File: src/sdram_pkg.sv
package sdram_pkg;

    // CPU side geometry
    localparam int ADDR_W  = 25;  // Byte address from the CPU bus
    localparam int WADDR_W = 24;  // Word address, byte address shifted right by one

    // Word address split, high to low: bank, row, column
    localparam int BANK_W = 2;
    localparam int ROW_W  = 13;
    localparam int COL_W  = 9;
    localparam int AP_BIT = 10;   // A10 selects auto-precharge or all-bank precharge

    localparam int DQ_W = 16;
    localparam int DM_W = 2;

    // SDRAM timing, all in i_sysclk cycles
    localparam int CAS_LAT = 2;
    localparam int T_RCD   = 2;   // ACTIVE to READ or WRITE
    localparam int T_RP    = 2;   // Precharge period
    localparam int T_RFC   = 7;   // REFRESH to next command
    localparam int T_WR    = 2;   // Write recovery before auto-precharge starts

    localparam int INIT_WAIT    = 200;  // Far below the datasheet figure so simulation stays short
    localparam int REF_INTERVAL = 780;

    // Burst length 1, sequential, CAS latency 2, programmed burst writes
    localparam logic [ROW_W-1:0] MODE_WORD = 13'b000_0_00_010_0_000;

    // Counter sizes for the sequencer
    localparam int GAP_W = $clog2(INIT_WAIT);
    localparam int REF_W = $clog2(REF_INTERVAL);

    typedef logic [GAP_W-1:0] gap_t;
    typedef logic [REF_W-1:0] ref_t;

    // Bit order is {n_cs, n_ras, n_cas, n_we}
    typedef enum logic [3:0] {
        CMD_NOP       = 4'b0111,
        CMD_ACTIVE    = 4'b0011,
        CMD_READ      = 4'b0101,
        CMD_WRITE     = 4'b0100,
        CMD_PRECHARGE = 4'b0010,
        CMD_REFRESH   = 4'b0001,
        CMD_LOAD_MODE = 4'b0000
    } sdram_cmd_e;

endpackage

File: src/sdram_req_if.sv
`timescale 1ns/1ps

interface sdram_req_if;

    logic                          we;      // Held until wr_ack
    logic                          re;      // Held until rd_ack
    logic [sdram_pkg::WADDR_W-1:0] waddr;
    logic [sdram_pkg::DQ_W-1:0]    wdata;
    logic [sdram_pkg::DM_W-1:0]    dm;      // A set bit masks that byte
    logic                          wr_ack;  // One cycle pulse with the WRITE command
    logic                          rd_ack;  // One cycle pulse with the READ command
    logic [sdram_pkg::DQ_W-1:0]    rdata;
    logic                          rd_valid;

    modport requester (
        output we, re, waddr, wdata, dm,
        input  wr_ack, rd_ack, rdata, rd_valid
    );

    modport server (input we, re, waddr, wdata, dm, output wr_ack, rd_ack);

    // Read capture only touches the return path
    modport returner (output rdata, rd_valid);

endinterface

File: src/cpu_bus_adapter.sv
`timescale 1ns/1ps

module cpu_bus_adapter (
    input  logic                         i_sysclk,
    input  logic                         i_arst,
    input  logic                         i_cpuclk,  // CPU phase clock, sampled as a level
    input  logic                         i_cs,
    input  logic                         i_rwb,     // High for read, low for write
    input  logic [sdram_pkg::ADDR_W-1:0] i_addr,    // Byte address
    input  logic [7:0]                   i_data,
    output logic [7:0]                   o_data,
    sdram_req_if.requester               req
);

    typedef enum logic [1:0] {WAIT, ACCESS, READ_WAIT, WRITE_WAIT} state_e;

    state_e state;
    state_e next_state;

    logic [sdram_pkg::WADDR_W-1:0] r_waddr;
    logic [sdram_pkg::DQ_W-1:0]    r_wdata;
    logic [sdram_pkg::DM_W-1:0]    r_dm;
    logic                          r_lane;  // Address bit 0, picks the byte within the word

    always_ff @(posedge i_sysclk) begin
        if (i_arst) begin
            state <= WAIT;
        end else begin
            state <= next_state;
        end
    end

    // The request fields follow the bus until a transfer is under way, then freeze
    // so that address, data and mask stay put while we or re is held
    always_ff @(posedge i_sysclk) begin
        if (state == WAIT || state == ACCESS) begin
            r_waddr <= i_addr[sdram_pkg::ADDR_W-1:1];
            r_lane  <= i_addr[0];
            r_wdata <= i_addr[0] ? {i_data, 8'h00} : {8'h00, i_data};  // Steer onto the lane
            r_dm    <= i_addr[0] ? 2'b01 : 2'b10;                      // Mask the other lane
        end
        if (state == READ_WAIT && req.rd_valid) begin
            o_data <= r_lane ? req.rdata[15:8] : req.rdata[7:0];
        end
    end

    always_comb begin
        next_state = state;
        unique case (state)
            WAIT: begin
                if (i_cs && i_cpuclk) begin
                    next_state = ACCESS;  // CPU cycle starts on the high phase
                end
            end
            ACCESS: begin
                if (!i_cs) begin
                    next_state = WAIT;
                end else if (i_rwb) begin
                    if (req.rd_ack) begin
                        next_state = READ_WAIT;
                    end
                end else if (!i_cpuclk) begin
                    // Write data is only settled once the phase clock has dropped
                    next_state = WRITE_WAIT;
                end
            end
            WRITE_WAIT: begin
                if (req.wr_ack) begin
                    next_state = WAIT;
                end
            end
            READ_WAIT: begin
                // Data normally lands well inside the high phase
                if (!i_cpuclk) begin
                    next_state = WAIT;
                end
            end
        endcase
    end

    assign req.re    = (state == ACCESS) && i_cs && i_rwb;  // Reads go out straight away
    assign req.we    = (state == WRITE_WAIT);
    assign req.waddr = r_waddr;
    assign req.wdata = r_wdata;
    assign req.dm    = r_dm;

    // Sequencer latches the request on accept, so we must not drop before the ack
    a_we_held : assert property (
        @(posedge i_sysclk) disable iff (i_arst)
        (req.we && !req.wr_ack) |=> req.we
    );

endmodule

File: src/sdram_cmd_drive.sv
`timescale 1ns/1ps

module sdram_cmd_drive (
    input  logic                          i_sysclk,
    input  logic                          i_arst,
    input  sdram_pkg::sdram_cmd_e         i_cmd,
    input  logic [sdram_pkg::WADDR_W-1:0] i_waddr,
    input  logic [sdram_pkg::DQ_W-1:0]    i_wdata,
    input  logic [sdram_pkg::DM_W-1:0]    i_dm,
    input  logic                          i_dq_oe,
    output logic                          o_sdr_cke,
    output logic                          o_sdr_n_cs,
    output logic                          o_sdr_n_ras,
    output logic                          o_sdr_n_cas,
    output logic                          o_sdr_n_we,
    output logic [sdram_pkg::BANK_W-1:0]  o_sdr_ba,
    output logic [sdram_pkg::ROW_W-1:0]   o_sdr_addr,
    output logic [sdram_pkg::DQ_W-1:0]    o_sdr_dq,
    output logic [sdram_pkg::DQ_W-1:0]    o_sdr_dq_oe,  // One enable per DQ pin
    output logic [sdram_pkg::DM_W-1:0]    o_sdr_dqm
);

    logic [sdram_pkg::ROW_W-1:0]  addr_next;
    logic [sdram_pkg::BANK_W-1:0] ba_next;

    always_comb begin
        addr_next = '0;
        ba_next   = '0;  // LOAD_MODE and PRECHARGE all want bank 0
        case (i_cmd)
            sdram_pkg::CMD_ACTIVE: begin
                addr_next = i_waddr[sdram_pkg::COL_W +: sdram_pkg::ROW_W];  // Row field
                ba_next   = i_waddr[sdram_pkg::WADDR_W-1 -: sdram_pkg::BANK_W];
            end
            sdram_pkg::CMD_READ, sdram_pkg::CMD_WRITE: begin
                addr_next[sdram_pkg::COL_W-1:0] = i_waddr[sdram_pkg::COL_W-1:0];
                addr_next[sdram_pkg::AP_BIT]    = 1'b1;  // Auto-precharge
                ba_next   = i_waddr[sdram_pkg::WADDR_W-1 -: sdram_pkg::BANK_W];
            end
            sdram_pkg::CMD_PRECHARGE: addr_next[sdram_pkg::AP_BIT] = 1'b1;  // All banks
            sdram_pkg::CMD_LOAD_MODE: addr_next = sdram_pkg::MODE_WORD;
            default: ;
        endcase
    end

    // Control pins sit at NOP with DQ released while reset is high
    always_ff @(posedge i_sysclk) begin
        if (i_arst) begin
            o_sdr_cke <= 1'b0;
            {o_sdr_n_cs, o_sdr_n_ras, o_sdr_n_cas, o_sdr_n_we} <= sdram_pkg::CMD_NOP;
            o_sdr_dq_oe <= '0;
        end else begin
            o_sdr_cke <= 1'b1;
            {o_sdr_n_cs, o_sdr_n_ras, o_sdr_n_cas, o_sdr_n_we} <= i_cmd;
            o_sdr_dq_oe <= {sdram_pkg::DQ_W{i_dq_oe}};
        end
    end

    always_ff @(posedge i_sysclk) begin
        o_sdr_ba   <= ba_next;
        o_sdr_addr <= addr_next;
        o_sdr_dq   <= i_wdata;
        o_sdr_dqm  <= i_dm;
    end

endmodule

File: src/sdram_read_capture.sv
`timescale 1ns/1ps

module sdram_read_capture (
    input  logic                       i_sysclk,
    input  logic                       i_arst,
    input  logic                       i_rd_launch,  // Same cycle the READ leaves the sequencer
    input  logic [sdram_pkg::DQ_W-1:0] i_sdr_dq,
    sdram_req_if.returner              ret
);

    // One stage for the pin register plus CAS_LAT stages inside the SDRAM
    logic [sdram_pkg::CAS_LAT:0] launch_sr;

    always_ff @(posedge i_sysclk) begin
        if (i_arst) begin
            launch_sr    <= '0;
            ret.rd_valid <= 1'b0;
        end else begin
            launch_sr    <= {launch_sr[sdram_pkg::CAS_LAT-1:0], i_rd_launch};
            ret.rd_valid <= launch_sr[sdram_pkg::CAS_LAT];
        end
    end

    // Each launch travels alone, so back to back reads can overlap
    always_ff @(posedge i_sysclk) begin
        if (launch_sr[sdram_pkg::CAS_LAT]) begin
            ret.rdata <= i_sdr_dq;
        end
    end

    // A capture that misses the SDRAM's data window picks up a floating bus
    a_rd_data_known : assert property (
        @(posedge i_sysclk) disable iff (i_arst)
        ret.rd_valid |-> !$isunknown(ret.rdata)
    );

endmodule

File: src/sdram_sequencer.sv
`timescale 1ns/1ps

module sdram_sequencer (
    input  logic                          i_sysclk,
    input  logic                          i_arst,
    sdram_req_if.server                   req,
    output sdram_pkg::sdram_cmd_e         o_cmd,
    output logic [sdram_pkg::WADDR_W-1:0] o_cmd_waddr,
    output logic [sdram_pkg::DQ_W-1:0]    o_cmd_wdata,
    output logic [sdram_pkg::DM_W-1:0]    o_cmd_dm,
    output logic                          o_dq_oe,
    output logic                          o_rd_launch,  // Pulse alongside every READ
    output logic                          o_init_done
);

    typedef enum logic [2:0] {S_POWERUP, S_INIT_REF, S_INIT_MODE, S_IDLE, S_RW} state_e;

    state_e              state;
    sdram_pkg::gap_t     gap;       // Shared down counter for every timing gap
    sdram_pkg::ref_t     ref_cnt;   // Free running refresh timer
    logic                ref_pend;
    logic                init_ref;  // Set once the first init REFRESH has gone out
    logic                r_we;      // Direction of the accepted request

    // Refresh timer runs regardless of what the command FSM is doing
    always_ff @(posedge i_sysclk) begin
        if (i_arst) begin
            ref_cnt  <= '0;
            ref_pend <= 1'b0;
        end else begin
            if (ref_cnt == sdram_pkg::ref_t'(sdram_pkg::REF_INTERVAL - 1)) begin
                ref_cnt  <= '0;
                ref_pend <= 1'b1;
            end else begin
                ref_cnt <= ref_cnt + 1'b1;
            end
            if (state == S_IDLE && gap == '0 && ref_pend) begin
                ref_pend <= 1'b0;  // Served this cycle
            end
        end
    end

    // A gap of N-1 puts the next command exactly N cycles after this one
    always_ff @(posedge i_sysclk) begin
        if (i_arst) begin
            state       <= S_POWERUP;
            gap         <= sdram_pkg::gap_t'(sdram_pkg::INIT_WAIT - 1);
            init_ref    <= 1'b0;
            o_init_done <= 1'b0;
            o_cmd       <= sdram_pkg::CMD_NOP;
            o_dq_oe     <= 1'b0;
            o_rd_launch <= 1'b0;
            req.wr_ack  <= 1'b0;
            req.rd_ack  <= 1'b0;
        end else begin
            o_cmd       <= sdram_pkg::CMD_NOP;  // Default every cycle, commands are single pulses
            o_dq_oe     <= 1'b0;
            o_rd_launch <= 1'b0;
            req.wr_ack  <= 1'b0;
            req.rd_ack  <= 1'b0;
            if (gap != '0) begin
                gap <= gap - 1'b1;
            end else begin
                unique case (state)
                    S_POWERUP: begin
                        o_cmd <= sdram_pkg::CMD_PRECHARGE;  // All banks, A10 set by the driver
                        gap   <= sdram_pkg::gap_t'(sdram_pkg::T_RP - 1);
                        state <= S_INIT_REF;
                    end
                    S_INIT_REF: begin
                        o_cmd    <= sdram_pkg::CMD_REFRESH;
                        gap      <= sdram_pkg::gap_t'(sdram_pkg::T_RFC);
                        init_ref <= 1'b1;
                        if (init_ref) begin
                            state <= S_INIT_MODE;  // Second of the two init refreshes
                        end
                    end
                    S_INIT_MODE: begin
                        o_cmd <= sdram_pkg::CMD_LOAD_MODE;
                        gap   <= sdram_pkg::gap_t'(sdram_pkg::T_RP - 1);
                        state <= S_IDLE;
                    end
                    S_IDLE: begin
                        o_init_done <= 1'b1;  // First idle cycle is T_RP after LOAD_MODE
                        if (ref_pend) begin
                            o_cmd <= sdram_pkg::CMD_REFRESH;
                            gap   <= sdram_pkg::gap_t'(sdram_pkg::T_RFC);
                        end else if (o_init_done && (req.we || req.re)) begin
                            r_we        <= req.we;
                            o_cmd_waddr <= req.waddr;
                            o_cmd_wdata <= req.wdata;
                            o_cmd_dm    <= req.we ? req.dm : '0;  // Reads keep both lanes on
                            o_cmd       <= sdram_pkg::CMD_ACTIVE;
                            gap         <= sdram_pkg::gap_t'(sdram_pkg::T_RCD - 1);
                            state       <= S_RW;
                        end
                    end
                    S_RW: begin
                        // Both commands carry auto-precharge, so the bank closes by itself
                        o_cmd       <= r_we ? sdram_pkg::CMD_WRITE : sdram_pkg::CMD_READ;
                        o_dq_oe     <= r_we;
                        o_rd_launch <= !r_we;
                        req.wr_ack  <= r_we;
                        req.rd_ack  <= !r_we;
                        gap         <= r_we ?
                            sdram_pkg::gap_t'(sdram_pkg::T_WR + sdram_pkg::T_RP - 1) :
                            sdram_pkg::gap_t'(sdram_pkg::CAS_LAT + sdram_pkg::T_RP - 1);
                        state       <= S_IDLE;
                    end
                    default: state <= S_IDLE;
                endcase
            end
        end
    end

    a_one_dir : assert property (
        @(posedge i_sysclk) disable iff (i_arst) !(req.we && req.re)
    );

    // Init never opens a row, so an ACTIVE before init_done means a request slipped in
    a_no_early_active : assert property (
        @(posedge i_sysclk) disable iff (i_arst) (o_cmd == sdram_pkg::CMD_ACTIVE) |-> o_init_done
    );

endmodule

File: src/sdram_subsystem_top.sv
`timescale 1ns/1ps

module sdram_subsystem_top (
    input  logic                         i_sysclk,
    input  logic                         i_arst,
    input  logic                         i_cpuclk,
    input  logic                         i_cs,
    input  logic                         i_rwb,
    input  logic [sdram_pkg::ADDR_W-1:0] i_addr,
    input  logic [7:0]                   i_data,
    output logic [7:0]                   o_data,
    output logic                         o_init_done,
    output logic                         o_sdr_cke,
    output logic                         o_sdr_n_cs,
    output logic                         o_sdr_n_ras,
    output logic                         o_sdr_n_cas,
    output logic                         o_sdr_n_we,
    output logic [sdram_pkg::BANK_W-1:0] o_sdr_ba,
    output logic [sdram_pkg::ROW_W-1:0]  o_sdr_addr,
    output logic [sdram_pkg::DQ_W-1:0]   o_sdr_dq,
    output logic [sdram_pkg::DQ_W-1:0]   o_sdr_dq_oe,
    output logic [sdram_pkg::DM_W-1:0]   o_sdr_dqm,
    input  logic [sdram_pkg::DQ_W-1:0]   i_sdr_dq
);

    sdram_req_if req_if ();

    // Sequencer to pin driver
    sdram_pkg::sdram_cmd_e         w_cmd;
    logic [sdram_pkg::WADDR_W-1:0] w_cmd_waddr;
    logic [sdram_pkg::DQ_W-1:0]    w_cmd_wdata;
    logic [sdram_pkg::DM_W-1:0]    w_cmd_dm;
    logic                          w_dq_oe;
    logic                          w_rd_launch;

    cpu_bus_adapter u_adapter (
        .i_sysclk, .i_arst, .i_cpuclk, .i_cs, .i_rwb, .i_addr, .i_data, .o_data,
        .req (req_if.requester)
    );

    sdram_sequencer u_sequencer (
        .i_sysclk, .i_arst, .req (req_if.server),
        .o_cmd (w_cmd), .o_cmd_waddr (w_cmd_waddr), .o_cmd_wdata (w_cmd_wdata),
        .o_cmd_dm (w_cmd_dm), .o_dq_oe (w_dq_oe), .o_rd_launch (w_rd_launch), .o_init_done
    );

    sdram_cmd_drive u_cmd_drive (
        .i_sysclk, .i_arst, .i_cmd (w_cmd), .i_waddr (w_cmd_waddr), .i_wdata (w_cmd_wdata),
        .i_dm (w_cmd_dm), .i_dq_oe (w_dq_oe), .o_sdr_cke, .o_sdr_n_cs, .o_sdr_n_ras,
        .o_sdr_n_cas, .o_sdr_n_we, .o_sdr_ba, .o_sdr_addr, .o_sdr_dq, .o_sdr_dq_oe, .o_sdr_dqm
    );

    sdram_read_capture u_read_capture (
        .i_sysclk, .i_arst, .i_rd_launch (w_rd_launch), .i_sdr_dq, .ret (req_if.returner)
    );

endmodule

File: config.mk
export PLATFORM = sky130hd
export DESIGN_NAME = sdram_subsystem_top
export DESIGN_NICKNAME = d
export VERILOG_FILES = /design/src/sdram_pkg.sv /design/src/sdram_req_if.sv /design/src/cpu_bus_adapter.sv /design/src/sdram_cmd_drive.sv /design/src/sdram_read_capture.sv /design/src/sdram_sequencer.sv /design/src/sdram_subsystem_top.sv
export SDC_FILE = /design/constraint.sdc
export NUM_CORES = 1
export LEC_CHECK = 0
export BUFFER_PORTS_ARGS = -buffer_cell sky130_fd_sc_hd__buf_2
export CAP_MARGIN = 30
export CELL_PAD_IN_SITES_DETAIL_PLACEMENT = 0
export CELL_PAD_IN_SITES_GLOBAL_PLACEMENT = 1
export CORE_ASPECT_RATIO = 0.75
export CORE_MARGIN = 4
export CORE_UTILIZATION = 48
export DETAILED_ROUTE_END_ITERATION = 12
export GPL_TIMING_DRIVEN = 0
export PLACE_DENSITY_LB_ADDON = 0.1
export SYNTH_ARGS = -nofsm -noshare
export SYNTH_HDL_FRONTEND = slang
export SYNTH_SLANG_ARGS = --single-unit
File: constraint.sdc
create_clock -name i_sysclk -period 16.2 [get_ports i_sysclk]
set_input_delay 3.24 -clock i_sysclk [delete_from_list [all_inputs] [get_ports i_sysclk]]
set_output_delay 3.24 -clock i_sysclk [all_outputs]
set_load 0.005 [all_outputs]
==> impl_results.md <==
- Clk pwr share: 0.431
- Antenna violations before repair: 0
- CTS root buf: clkbuf_16
- Startpoint types: input pin
- Crit Path Category: in2reg
- Post-CTS Hold Fix Bufs: 0
- Least-Margin Pin Slew: 0.894 ns
- Port Buffers: 115
- Drt drc: 0
- Yosys cell types: 48
- Biggest cell delay along the critical path: 0.50 ns
- Clock Path Buffers: 2
- Worst path top cell family by delay: simple AND/OR/NAND/NOR gates
- RSZ-0062 raised after global routing: false
- Cell taking the most area after synthesis: edfxtp_1
- Mapped Cells: 395
- Combinational share of power: 0.020
- Cell depth of the worst flop-to-flop path: 7
- Outcome: complete, no violations
- Top cells by area, synth: edfxtp_1 (54%), dfxtp_1 (24%), buf_4 (2.0%)
- Initial DRT Pass Iterations: 6
- Internal: 713 uW
- Post-layout power: 910 uW
- Most common cell after layout, fill and taps aside: buf_2
- R2R setup slack: 13.78 ns
- WP buf/inv: 3
- GRT Util Overall: 0.151
- Setup violators final: 0
- Flop pwr share: 0.549
- CTS Sinks: 182
- Die Width: 138 um
- Reg2reg start: u_sequencer.gap[0]$_SDFFE_PP1P_
- # Max-Cap Violations: 0
- Commonest non-fill, non-tap cells in the layout: buf_2 (121), edfxtp_1 (109), dfxtp_1 (73)
- Vias: 3,378
- Peak supply drop: 0.0847 mV
- Nets: 592
- Final period util: 0.291
- #FFs+latches synth: 182
- Rel. slew slack: 0.403
- Slew Limit Fails: 0
- Worst-path fanout max: 9
- Crit. path cell count: 6
- Critical-path cell list: buf_2 -> a21oi_1 -> or3_1 -> nor4_2 -> buf_4 -> buf_4
- Area Growth Syn to Fin: 23.3%
- Total gr overflow: 0
- Leakage: 3.02 nW
- Mapped Nets: 452
- Resized cells post-CTS: 0
- Share of layout cells above drive strength 1: 0.358
- Vias in the first global route: 3,321
- Slowest-stage cell, CP: nor4_2
- Synth Warn #: 0
- Post-synth EDFFs: 109
- Dpl cell area: 6930 um^2
- Hpwl dp: 7360 um
- Cell area after synthesis: 6090 um^2
- DIE AREA: 14,600 um^2
- Largest net degree at the start of global routing: 44
- Crit path top cell by count: buf_4
- CTS H-tree lvls: 4
- Design area: 7510 um^2
- Placer Congestion: 0.766
- CTS buffer count: 17
- Wire length per cell: 14.6 um
- Worst hold path class: reg2reg
- First-pass GRT wire length: 16,800 um
- CP arrival: 4.85 ns
- Critical Path End Type: flop
- Pwr dens: 121 nW/um^2
- Tmin final: 4.72 ns
- Fmax: 0.212 GHz
- Clk Latency, worst-skew pair: 0.42 ns
- Placed cell count: 682
- Final WL: 10,400 um
- Cell Rows: 35
- CTS tree: built
- Setup Fix Bufs, Post-CTS: 0
- Io pins: 117
- Dominant synthesized flop cell: edfxtp_1
- Net Sw Frac: 0.217
- Die Y: 106 um
- Endpoints failing hold: 0
- Sequential fraction of the synthesis area: 0.777
- Critical Path End: u_sequencer.o_cmd_wdata[14]$_DFFE_PP_
- Clock skew: 0.0108 ns
- Vias per cell: 4.73
- Setup TNS Final: 0 ns
- Initial drt markers: 222
- Critical R2R Capture: u_sequencer.o_cmd_wdata[14]$_DFFE_PP_
- Crit path required time: 16.33 ns
- Core area: 12,300 um^2
- Synthesized area per cell: 15.4 um^2
- ANT cells: 0
- Final ANT Viol Nets: 0
- Starting density of the core: 0.493
- Switching Power: 198 uW
- Fin cells: 714
- Crit path launch: i_rwb
- Worst-path clk slew: 0.08 ns
- Synth top area share: 0.537
- Post-synthesis async set-or-reset flop share: 0
## sequential cells by signal, indices dropped and copies added (netlist names), 10 cells and up
register                  flops
u_sequencer.o_cmd_waddr      24
u_read_capture.ret.rdata     16
u_cmd_drive.o_sdr_dq         16
u_sequencer.o_cmd_wdata      16
u_sequencer.ref_cnt          10
u_adapter.req.waddr          24
u_adapter.req.wdata          16
u_cmd_drive.o_sdr_addr       13
## power by group through the flow
stage,Clock (mW),Combinational (mW),Sequential (mW)
2_1_floorplan,0,0.00827,0.510
3_3_place_gp,0,0.0173,0.510
3_5_place_dp,0,0.0181,0.510
6_report,0.392,0.0178,0.500
4_1_cts,0.402,0.0182,0.500
5_1_grt,0.425,0.0204,0.501
## kinds of logic after synthesis
kind of cell / count (synthesis) / share of synthesized area
adders and majority gates: 3 / 0.00616
DFF: 182 / 0.777
xor gates and xnor gates: 11 / 0.0158
other: 1 / 0.000616
and+or+nand+nor: 107 / 0.102
muxes: 9 / 0.0164
AOI/OAI and AO/OA: 43 / 0.0472
buffers and inverters: 39 / 0.0349
## layer usage
| metal | up-vias | routed length (um) | track usage |
|---|---|---|---|
| met4 | 0 | 84 | 0.0444 |
| met5 | - | 0 | 0 |
| met2 | 103 | 4630 | 0.221 |
| met1 | 1576 | 4770 | 0.199 |
| li1 | 1694 | - | - |
| met3 | 5 | 947 | 0.0762 |
## synthesized netlist by cell type, types with 4 or more instances
library cell and count:
edfxtp_1 109, dfxtp_1 73, nor2_1 22, nor2b_1 18
buf_4 16, inv_1 11, and2_1 10, nand2_1 10
a21oi_1 9, o21ai_0 9, a22o_1 8, mux2_2 8
clkbuf_1 7, or3_1 6, xnor2_1 6, and3_1 5
buf_2 5, nor3_1 5, xor2_1 5, nand2b_1 4
nand3_1 4, nand4_1 4, or2_2 4
## stage by stage
| step | utilization | setup slack, ns | hold WS [ns] |
|---|---|---|---|
| after floorplan | - | 7.87 | 0.323 |
| after global placement | 0.557 | 5.93 | 0.325 |
| after detailed placement | 0.561 | 11.01 | 0.330 |
| after CTS | 0.608 | 11.45 | 0.347 |
| after global routing | 0.608 | 11.33 | 0.353 |
| final | 0.608 | 11.48 | 0.344 |
## area by class of cell
type                            count  area (um^2)
Tap cell                          166          208
Inverter                           11         41.3
Clock buffer                       17          425
Fill cell                         994         4840
Buffer                             28          171
Clock inverter                     15          159
Sequential cell                   182         4730
Multi-Input combinational cell    174         1150
Timing Repair Buffer              121          622
## how the worst min path moves through the flow
stage                                          start                                to  slack, ns  depth (start not counted)
2_1_floorplan   u_sequencer.o_cmd_wdata[0]$_DFFE_PP_   u_cmd_drive.o_sdr_dq[0]$_DFF_P_       0.32                          0
3_3_place_gp    u_sequencer.o_cmd_wdata[3]$_DFFE_PP_   u_cmd_drive.o_sdr_dq[3]$_DFF_P_       0.33                          0
3_5_place_dp   u_sequencer.o_cmd_wdata[15]$_DFFE_PP_  u_cmd_drive.o_sdr_dq[15]$_DFF_P_       0.33                          0
4_1_cts         u_sequencer.o_cmd_wdata[6]$_DFFE_PP_   u_cmd_drive.o_sdr_dq[6]$_DFF_P_       0.35                          0
5_1_grt        u_sequencer.o_cmd_wdata[10]$_DFFE_PP_  u_cmd_drive.o_sdr_dq[10]$_DFF_P_       0.35                          0
6_report       u_sequencer.o_cmd_wdata[15]$_DFFE_PP_  u_cmd_drive.o_sdr_dq[15]$_DFF_P_       0.34                          0
No activity file was read; power rests on OpenSTA's default activity.
